### config.mk
export PLATFORM = sky130hd
export DESIGN_NAME = core_perf_monitor
export DESIGN_NICKNAME = d
export VERILOG_FILES = /design/src/logic/perf_pkg.sv /design/src/logic/mem_event_decode.sv /design/src/logic/perf_accumulate.sv /design/src/logic/perf_report.sv /design/src/logic/core_perf_monitor.sv
export VERILOG_INCLUDE_DIRS = /design/src /design/src/logic
export SDC_FILE = /design/constraint.sdc
export NUM_CORES = 2
export LEC_CHECK = 0
export BUFFER_PORTS_ARGS = -buffer_cell sky130_fd_sc_hd__buf_2
export CORE_AREA = 2 2 253 255
export CTS_CLUSTER_DIAMETER = 30
export DETAILED_ROUTE_END_ITERATION = 8
export DIE_AREA = 0 0 255 257
export PLACE_DENSITY_LB_ADDON = 0.2
export SLEW_MARGIN = 40
export SYNTH_ARGS = -nofsm -noshare
export SYNTH_HDL_FRONTEND = slang
export SYNTH_SLANG_ARGS = --single-unit
### constraint.sdc
create_clock -name clk -period 14.7 [get_ports clk]
set_clock_uncertainty 0.1 [all_clocks]
set_input_delay 1.47 -clock clk [delete_from_list [all_inputs] [get_ports clk]]
set_output_delay 1.47 -clock clk [all_outputs]
set_load 0.02 [all_outputs]
### src/logic/perf_defines.svh
`ifndef PERF_DEFINES_SVH
`define PERF_DEFINES_SVH

// data-cache request lanes watched by the monitor
`define DCACHE_NUM_REQS 4

// width of every performance counter
`define PERF_CTR_BITS 44

// cycles between periodic reports unless overridden per instance
`define PERF_REPORT_PERIOD 10000

// enough bits to count 0 .. DCACHE_NUM_REQS lanes
`define LANE_COUNT_BITS $clog2(`DCACHE_NUM_REQS + 1)

// per-cycle change of the dcache outstanding reads with one extra sign bit
`define LANE_DELTA_BITS (`LANE_COUNT_BITS + 1)

// per-cycle change of the icache outstanding reads from -1 to +1
`define IFETCH_DELTA_BITS 2

`endif

### src/logic/perf_pkg.sv
`include "perf_defines.svh"

package perf_pkg;

    // handshake strobes of one instruction-cache port
    typedef struct packed {
        logic req_valid;
        logic req_ready;
        logic rsp_valid;
        logic rsp_ready;
    } icache_strobes_t;

    // data-cache lanes with one bit per lane in each vector
    typedef struct packed {
        logic [`DCACHE_NUM_REQS-1:0] req_valid;
        logic [`DCACHE_NUM_REQS-1:0] req_ready;
        logic [`DCACHE_NUM_REQS-1:0] req_rw;
        logic [`DCACHE_NUM_REQS-1:0] rsp_valid;
        logic [`DCACHE_NUM_REQS-1:0] rsp_ready;
    } dcache_strobes_t;

    typedef logic [`LANE_COUNT_BITS-1:0] lane_count_t;

    // events seen in a single cycle
    typedef struct packed {
        logic        ifetch_req;
        logic        ifetch_rsp;
        lane_count_t load_reqs;
        lane_count_t store_reqs;
        lane_count_t load_rsps;
    } mem_events_t;

    typedef struct packed {
        logic [`PERF_CTR_BITS-1:0] ifetches;
        logic [`PERF_CTR_BITS-1:0] loads;
        logic [`PERF_CTR_BITS-1:0] stores;
        logic [`PERF_CTR_BITS-1:0] icache_pending;
        logic [`PERF_CTR_BITS-1:0] dcache_pending;
        logic [`PERF_CTR_BITS-1:0] ifetch_latency;
        logic [`PERF_CTR_BITS-1:0] load_latency;
    } perf_counters_t;

endpackage

### src/logic/mem_event_decode.sv
`timescale 1ns/1ps

`include "perf_defines.svh"

module mem_event_decode (
    input  logic                      clk,
    input  logic                      reset,
    input  perf_pkg::icache_strobes_t icache,
    input  perf_pkg::dcache_strobes_t dcache,
    output perf_pkg::mem_events_t     events
);

    // per-lane fires before and after the one-cycle delay
    logic [`DCACHE_NUM_REQS-1:0] rd_req_fire;
    logic [`DCACHE_NUM_REQS-1:0] wr_req_fire;
    logic [`DCACHE_NUM_REQS-1:0] rd_req_fire_r;
    logic [`DCACHE_NUM_REQS-1:0] wr_req_fire_r;
    logic [`DCACHE_NUM_REQS-1:0] rsp_fire;

    logic icache_req_fire;
    logic icache_rsp_fire;

    // number of set bits across the lanes
    function automatic perf_pkg::lane_count_t pop_count(
        input logic [`DCACHE_NUM_REQS-1:0] lanes
    );
        perf_pkg::lane_count_t count;
        count = '0;
        for (int i = 0; i < `DCACHE_NUM_REQS; i++) begin
            count = count + perf_pkg::lane_count_t'(lanes[i]);
        end
        return count;
    endfunction

    assign icache_req_fire = icache.req_valid && icache.req_ready;
    assign icache_rsp_fire = icache.rsp_valid && icache.rsp_ready;

    // rw set marks a store, clear marks a load
    always_comb begin
        for (int i = 0; i < `DCACHE_NUM_REQS; i++) begin
            rd_req_fire[i] = dcache.req_valid[i] && dcache.req_ready[i] && !dcache.req_rw[i];
            wr_req_fire[i] = dcache.req_valid[i] && dcache.req_ready[i] && dcache.req_rw[i];
            rsp_fire[i]    = dcache.rsp_valid[i] && dcache.rsp_ready[i];
        end
    end

    // request fires are delayed one cycle before they are counted
    always_ff @(posedge clk) begin
        if (reset) begin
            rd_req_fire_r <= '0;
            wr_req_fire_r <= '0;
        end else begin
            rd_req_fire_r <= rd_req_fire;
            wr_req_fire_r <= wr_req_fire;
        end
    end

    // responses and ifetch stay in the same cycle
    always_comb begin
        events.ifetch_req = icache_req_fire;
        events.ifetch_rsp = icache_rsp_fire;
        events.load_reqs  = pop_count(rd_req_fire_r);
        events.store_reqs = pop_count(wr_req_fire_r);
        events.load_rsps  = pop_count(rsp_fire);
    end

endmodule

### src/logic/perf_accumulate.sv
`timescale 1ns/1ps

`include "perf_defines.svh"

module perf_accumulate (
    input  logic                     clk,
    input  logic                     reset,
    input  perf_pkg::mem_events_t    events,
    output perf_pkg::perf_counters_t counters
);

    // per-cycle change of outstanding reads
    logic signed [`IFETCH_DELTA_BITS-1:0] icache_delta;
    logic signed [`LANE_DELTA_BITS-1:0]   dcache_delta;

    // sign-extended to the counter width
    logic [`PERF_CTR_BITS-1:0] icache_step;
    logic [`PERF_CTR_BITS-1:0] dcache_step;

    logic [`PERF_CTR_BITS-1:0] ifetches;
    logic [`PERF_CTR_BITS-1:0] loads;
    logic [`PERF_CTR_BITS-1:0] stores;
    logic [`PERF_CTR_BITS-1:0] icache_pending;
    logic [`PERF_CTR_BITS-1:0] dcache_pending;
    logic [`PERF_CTR_BITS-1:0] ifetch_latency;
    logic [`PERF_CTR_BITS-1:0] load_latency;

    // request minus response after zero extension so the difference keeps its sign
    assign icache_delta = $signed({1'b0, events.ifetch_req})
                        - $signed({1'b0, events.ifetch_rsp});
    assign dcache_delta = $signed({1'b0, events.load_reqs})
                        - $signed({1'b0, events.load_rsps});

    assign icache_step = `PERF_CTR_BITS'(icache_delta);
    assign dcache_step = `PERF_CTR_BITS'(dcache_delta);

    // outstanding reads may go negative and wrap
    always_ff @(posedge clk) begin
        if (reset) begin
            icache_pending <= '0;
            dcache_pending <= '0;
        end else begin
            icache_pending <= icache_pending + icache_step;
            dcache_pending <= dcache_pending + dcache_step;
        end
    end

    // event totals
    always_ff @(posedge clk) begin
        if (reset) begin
            ifetches <= '0;
            loads    <= '0;
            stores   <= '0;
        end else begin
            ifetches <= ifetches + `PERF_CTR_BITS'(events.ifetch_req);
            loads    <= loads + `PERF_CTR_BITS'(events.load_reqs);
            stores   <= stores + `PERF_CTR_BITS'(events.store_reqs);
        end
    end

    // latency sums the pending values as they were before this edge
    always_ff @(posedge clk) begin
        if (reset) begin
            ifetch_latency <= '0;
            load_latency   <= '0;
        end else begin
            ifetch_latency <= ifetch_latency + icache_pending;
            load_latency   <= load_latency + dcache_pending;
        end
    end

    always_comb begin
        counters.ifetches       = ifetches;
        counters.loads          = loads;
        counters.stores         = stores;
        counters.icache_pending = icache_pending;
        counters.dcache_pending = dcache_pending;
        counters.ifetch_latency = ifetch_latency;
        counters.load_latency   = load_latency;
    end

endmodule

### src/logic/perf_report.sv
`timescale 1ns/1ps

`include "perf_defines.svh"

module perf_report #(
    parameter int unsigned report_period = `PERF_REPORT_PERIOD
) (
    input  logic                     clk,
    input  logic                     reset,
    input  logic                     busy,
    input  perf_pkg::perf_counters_t counters,
    output logic                     report,
    output perf_pkg::perf_counters_t snapshot
);

    // period counter runs 0 .. report_period inclusive
    localparam int count_bits = $clog2(report_period + 1);

    logic                  busy_prev;
    logic [count_bits-1:0] period_count;
    logic                  busy_fall;
    logic                  period_hit;
    logic                  trigger;

    assign busy_fall  = busy_prev && !busy;
    assign period_hit = (period_count == '0);
    assign trigger    = busy_fall || period_hit;

    always_ff @(posedge clk) begin
        if (reset) begin
            busy_prev <= 1'b0;
        end else begin
            busy_prev <= busy;
        end
    end

    // wraps back to zero after reaching the period
    always_ff @(posedge clk) begin
        if (reset) begin
            period_count <= '0;
        end else if (period_count == count_bits'(report_period)) begin
            period_count <= '0;
        end else begin
            period_count <= period_count + 1'b1;
        end
    end

    // pulse lands one cycle after the trigger
    always_ff @(posedge clk) begin
        if (reset) begin
            report <= 1'b0;
        end else begin
            report <= trigger;
        end
    end

    // counters of the trigger cycle held until the next trigger
    always_ff @(posedge clk) begin
        if (reset) begin
            snapshot <= '0;
        end else if (trigger) begin
            snapshot <= counters;
        end
    end

endmodule

### src/logic/core_perf_monitor.sv
`timescale 1ns/1ps

`include "perf_defines.svh"

module core_perf_monitor #(
    parameter int unsigned report_period = `PERF_REPORT_PERIOD
) (
    input  logic                      clk,
    input  logic                      reset,
    input  perf_pkg::icache_strobes_t icache,
    input  perf_pkg::dcache_strobes_t dcache,
    input  logic                      busy,
    output perf_pkg::perf_counters_t  counters,
    output logic                      report,
    output perf_pkg::perf_counters_t  snapshot
);

    perf_pkg::mem_events_t events;

    // bus strobes to per-cycle event counts
    mem_event_decode u_decode (
        .clk    (clk),
        .reset  (reset),
        .icache (icache),
        .dcache (dcache),
        .events (events)
    );

    // running totals and latency sums
    perf_accumulate u_accumulate (
        .clk      (clk),
        .reset    (reset),
        .events   (events),
        .counters (counters)
    );

    // report on busy falling or period wrap
    perf_report #(
        .report_period (report_period)
    ) u_report (
        .clk      (clk),
        .reset    (reset),
        .busy     (busy),
        .counters (counters),
        .report   (report),
        .snapshot (snapshot)
    );

endmodule

* Word-level counts from Yosys, hierarchy flattened
Index checks and enable logic that the tools add are counted.
** Storage, ports and cells
- Flip-flop bits (word level) :: 640
- Input bits :: 27
- Output and inout port bits :: 617
** Operators by class
- Add/subtract/negate cells :: 19
- Eq/ne operators :: 1
- Reductions and logical operators :: 27
** Operator list (count)
- adder 44 bit :: 4
- adder 44 x 3 -> 44 bit :: 2
- adder 44 x 1 -> 44 bit :: 1
- logical AND 1 bit :: 19
- adder 3 x 1 -> 3 bit :: 6
- adder 14 x 1 -> 14 bit (second input constant) :: 1
- equality test 14 bit (second input constant) :: 1
- zero test 14 bit :: 1
- adder 1 x 1 -> 2 bit :: 3
- zero test 1 bit :: 5
- subtractor 3 x 3 -> 4 bit :: 1
- OR reduction 2 bit :: 1
- subtractor 1 x 1 -> 2 bit :: 1
- logical OR 1 bit :: 1

* Logic depth before layout (Yosys ltp)
- Depth after elaboration :: 6
- Mapped depth :: 19
- Gate-level depth less buffers :: 18

* Modules after synthesis
From an unflattened synthesis, not the netlist that was laid out.
** Second synthesis, totals
- Cells, all modules :: 3829
- Area, all modules :: 31436.4 sq um
** By module, submodules not included
- perf_accumulate :: instances 1, cells each 2369, area an instance 19726.4 sq um, seq. area each 6165.9 sq um
- perf_report :: instances 1, cells each 1415, area an instance 11229.5 sq um, seq. area each 6486.2 sq um
- mem_event_decode :: instances 1, cells each 45, area an instance 480.5 sq um, seq. area each 160.2 sq um

* Worst setup path after synthesis
OpenSTA, ideal clock, no wires.
- Kind :: input to register
- Start point :: input port dcache[4] (netlist bit)
- End point :: register u_accumulate.dcache_pending[43]
- Arrival time :: 7.240 ns
- Required time :: 14.477 ns
- Setup slack :: 7.237 ns
- Stages on the path :: 18
- Path buffers :: 0
- Path through :: and2_1 > ha_1 > fa_1 > ha_1 > inv_1 > ha_1 > a21o_1 > a21oi_1 > ha_1 > o211ai_1 > a21oi_1 > o21ai_2 > a2111oi_4 > o2111a_1 > o21ai_1 > a2111o_1 > a31oi_1 > mux2_1
** Between the ends
- Longest elaborated chain between the ends :: 6
** RTL lines
- from (decl) :: RTL line core_perf_monitor.sv:11 : input perf_pkg::dcache_strobes_t dcache,
- logical AND 1 bit :: RTL line mem_event_decode.sv:43 : rsp_fire[i] = dcache.rsp_valid[i] && dcache.rsp_ready[i];
- adder 1 x 1 -> 2 bit :: RTL line mem_event_decode.sv:30 : count = count + perf_pkg::lane_count_t'(lanes[i]);
- adder 3 x 1 -> 3 bit (2 in series) :: RTL line mem_event_decode.sv:30
- subtractor 3 x 3 -> 4 bit :: RTL line perf_accumulate.sv:32 : - $signed({1'b0, events.load_rsps});
- adder 44 bit :: RTL line perf_accumulate.sv:44 : dcache_pending <= dcache_pending + dcache_step;
- to (signal assigned) :: RTL line perf_accumulate.sv:44
- to (decl) :: RTL line perf_accumulate.sv:24 : logic [`PERF_CTR_BITS-1:0] dcache_pending;
Every way passes these cells.
A chain may end at the register's enable or synchronous reset.

* Final worst setup path
- Start point :: input port dcache[4] (netlist bit)
- End point :: register u_accumulate.dcache_pending[41]
Same word-level chain as after synthesis.

==> results.cfg <==
[status]
outcome = finished clean

[synth]
synthSimpleGateAreaFrac = 0.2277
synthTopCellsByArea = dfxtp_1 41%, nand2_1 9.6%, a21oi_1 8.2%, ha_1 7.7%, nor2_1 4.6%
synth.distinct_cells = 85
synth_area_leader_cell = dfxtp_1
syn_inst = 3915
synth_edf_count = 0
synth-seq-area-share = 0.4084
muxShareOfSynthArea = 0.007898
synth_fp_nets = 4144
synth_xor_area_frac = 0.06701
synth_seq_cells = 640
netlist_area_sq_um = 31370
synth_common_cells = 800 x nand2_1, 640 x dfxtp_1, 512 x a21oi_1
synth.most_common_cell = nand2_1
synthFlopType = dfxtp_1
synth_adder_area_share = 0.08296
synth-async-reset-ratio = 0
synth_top_area_share = 0.4084
synth_compound_area_frac = 0.1742
synth_top_family_by_area = simple AND/OR/NAND/NOR gates
postSynthAreaPerCell_sq_um = 8.012
synth_warnings = 0

[detailed_routing]
vias_per_cell = 5.410
drc = 0
wl_per_cell_um = 17.23
routed-wl-met2_mm = 45.02
vias = 29736
antenna_left = 0
drt_iter0_drc = 1894
finalWirelength_mm = 94.68
dr.pass1.iters = 6
dr_wl_met3_mm = 5.897
drt-met1-wl_mm = 39.72
top_layer_used = met4

[placement]
pre_cts_slack_ps = 7995
place.port_buffers = 643
routabilityCongestion = 0.9021
detailed_place_hpwl_mm = 67.97

[layout]
area.sequential_sq_um = 12810
area_delta_synth_final_pct = 28.60
fill_cells = 5402
final_nets = 4761
multi_input_area_sq_um = 17610
layout-drive-gt1-share = 0.2051

[floorplanning]
die_h_um = 257
start_util = 0.5000
fp-row-count = 92
io_pins = 644
die_w_um = 255
dieArea_sq_um = 65540
coreArea_sq_um = 62740

[global_route]
grt_antenna_before_repair = 5
grt_use_total = 0.2792
overflow = 0
grt_pass1_vias = 28021
grt_max_degree = 176
grt_pass1_wl_mm = 148.0

[sta]
finalMaxSlewViolations = 0
final_hold_viol_count = 0
period_share = 0.4113
tightest_slew_ps = 914.8
fmax_mhz = 165.4
slew_headroom = 0.3901
setup_violations = 0
rsz0062_at_grt = false
setup_tns_ps = 0
min_period_ps = 6046
fin_ws_ps = 8654

[setup_path]
arrival_ps = 6530
end_kind = flop
crit_type = primary input to flop
startpoint = dcache[4]
worstPathRequired_ps = 15180
crit_path_start_kind = primary input
r2r-start = u_decode.rd_req_fire_r[1]$_SDFF_PP0_
reg2reg_setup_slack_ps = 9520
crit_fanout = 41

[hold_path]
min-delay-start = u_report.snapshot[145]$_SDFFE_PP0P_
holdCritPathClass = flop to flop

[pwr]
leakagePower_nw = 18.28
vdd_drop_max_mv = 0.1465
p_per_area_nw_per_um2 = 196.0

[job]
drv_cap = 0

[clock_tree]
cts_buffer_depth = 3
ctsResizeCount = 0
numCtsBuffers = 138
path_clk_slew_ps = 40
cts_setup_buffers = 0
cts-root-buf = clkbuf_16
cts.sinks = 640
cts_tree = done
worstSkewPairLatency_ps = 710
holdBufCountCts = 0
htree_levels = 4
## per-layer routing
metal	vias up	GRT usage
met1	13798	0.3409
met5	-	0
met2	961	0.4635
met4	0	0.1389
met3	240	0.05938
li1	14737	-
## critical path, cell delays in order
cell	delay, ps
buf_2	90
and2_1	150
ha_1	370
fa_1	420
ha_1	340
inv_1	50
ha_1	270
a21o_1	190
a21oi_4	140
buf_4	430
ha_1	330
o211ai_1	130
a21oi_1	170
o21ai_2	100
a2111oi_4	420
a31oi_1	220
o21ai_1	500
a22oi_1	140
a22oi_1	200
mux2_2	360
## final timing paths
kind,endpoint,cells after the start
setup / recovery,u_accumulate.dcache_pending[41]$_SDFF_PP0_,20
hold / removal,u_report.snapshot[145]$_SDFFE_PP0P_,2
setup reg to reg,u_accumulate.dcache_pending[41]$_SDFF_PP0_,19
hold reg to reg,u_report.snapshot[145]$_SDFFE_PP0P_,2
## cells by family (layout without fill, tap and decap cells)
kind of cell,count (synthesis),after routing
DFF,640,640
other,0,4
xor gates and xnor gates,240,240
and+or+nand+nor,1622,1622
muxes,22,22
buffers and inverters,265,996
AOI/OAI and AO/OA,924,924
adders and majority gates,202,202
## placed cells by master, fill, tap and decap left out, types with 51 or more instances in the layout
cell type	n
a21o_1	90
a21oi_1	510
buf_2	642
clkbuf_16	139
dfxtp_1	640
ha_1	191
inv_1	83
nand2_1	800
nand3_1	85
nor2_1	381
nor2b_1	65
nor3_1	51
o21ai_0	110
xnor2_1	100
xor2_1	140
## cell type report
cell class / instances / share of cell area
Antenna cell: 4 / 0.0002481
Clock buffer: 167 / 0.09230
Clock inverter: 87 / 0.03207
Inverter: 83 / 0.007723
Multi-Input combinational cell: 3010 / 0.4366
Sequential cell: 640 / 0.3176
Tap cell: 846 / 0.02624
Timing Repair Buffer: 659 / 0.08722
## stage by stage
step / hold WS (ps) / area (sq um) / utilization / instances / power (W)
finish: 342.9 / 40340 / 0.6430 / 5496 / 0.007905
global route: 359.5 / 40340 / 0.6430 / 5496 / 0.008318
CTS: 346.4 / 40310 / 0.6425 / 5491 / 0.007938
detailed placement: 340.4 / 35290 / 0.5626 / 5237 / 0.004634
global placement: 334.6 / 35110 / 0.5596 / 5231 / 0.004608
floorplan: 341.1 / 31370 / - / 3915 / 0.003925
## state kept, by name, summed over array words and instances (netlist names)
| register | flops |
|---|---|
| u_accumulate.load_latency | 44 |
| u_report.snapshot | 308 |
| u_accumulate.ifetches | 44 |
| u_decode.rd_req_fire_r | 4 |
| u_accumulate.loads | 44 |
| u_accumulate.dcache_pending | 44 |
| u_decode.wr_req_fire_r | 4 |
| u_accumulate.icache_pending | 44 |
| u_report.busy_prev | 1 |
| u_accumulate.stores | 44 |
| u_report.period_count | 14 |
| u_report.report | 1 |
| u_accumulate.ifetch_latency | 44 |
## power breakdown
group / switching [W] / internal, W / total, W
logic: 0.00149 / 0.000897 / 0.00239
registers: 0.000283 / 0.00197 / 0.00225
clock network: 0.00106 / 0.00220 / 0.00326
total: 0.00283 / 0.00507 / 0.00790
Note: power is estimated with default switching activity, not from simulation.
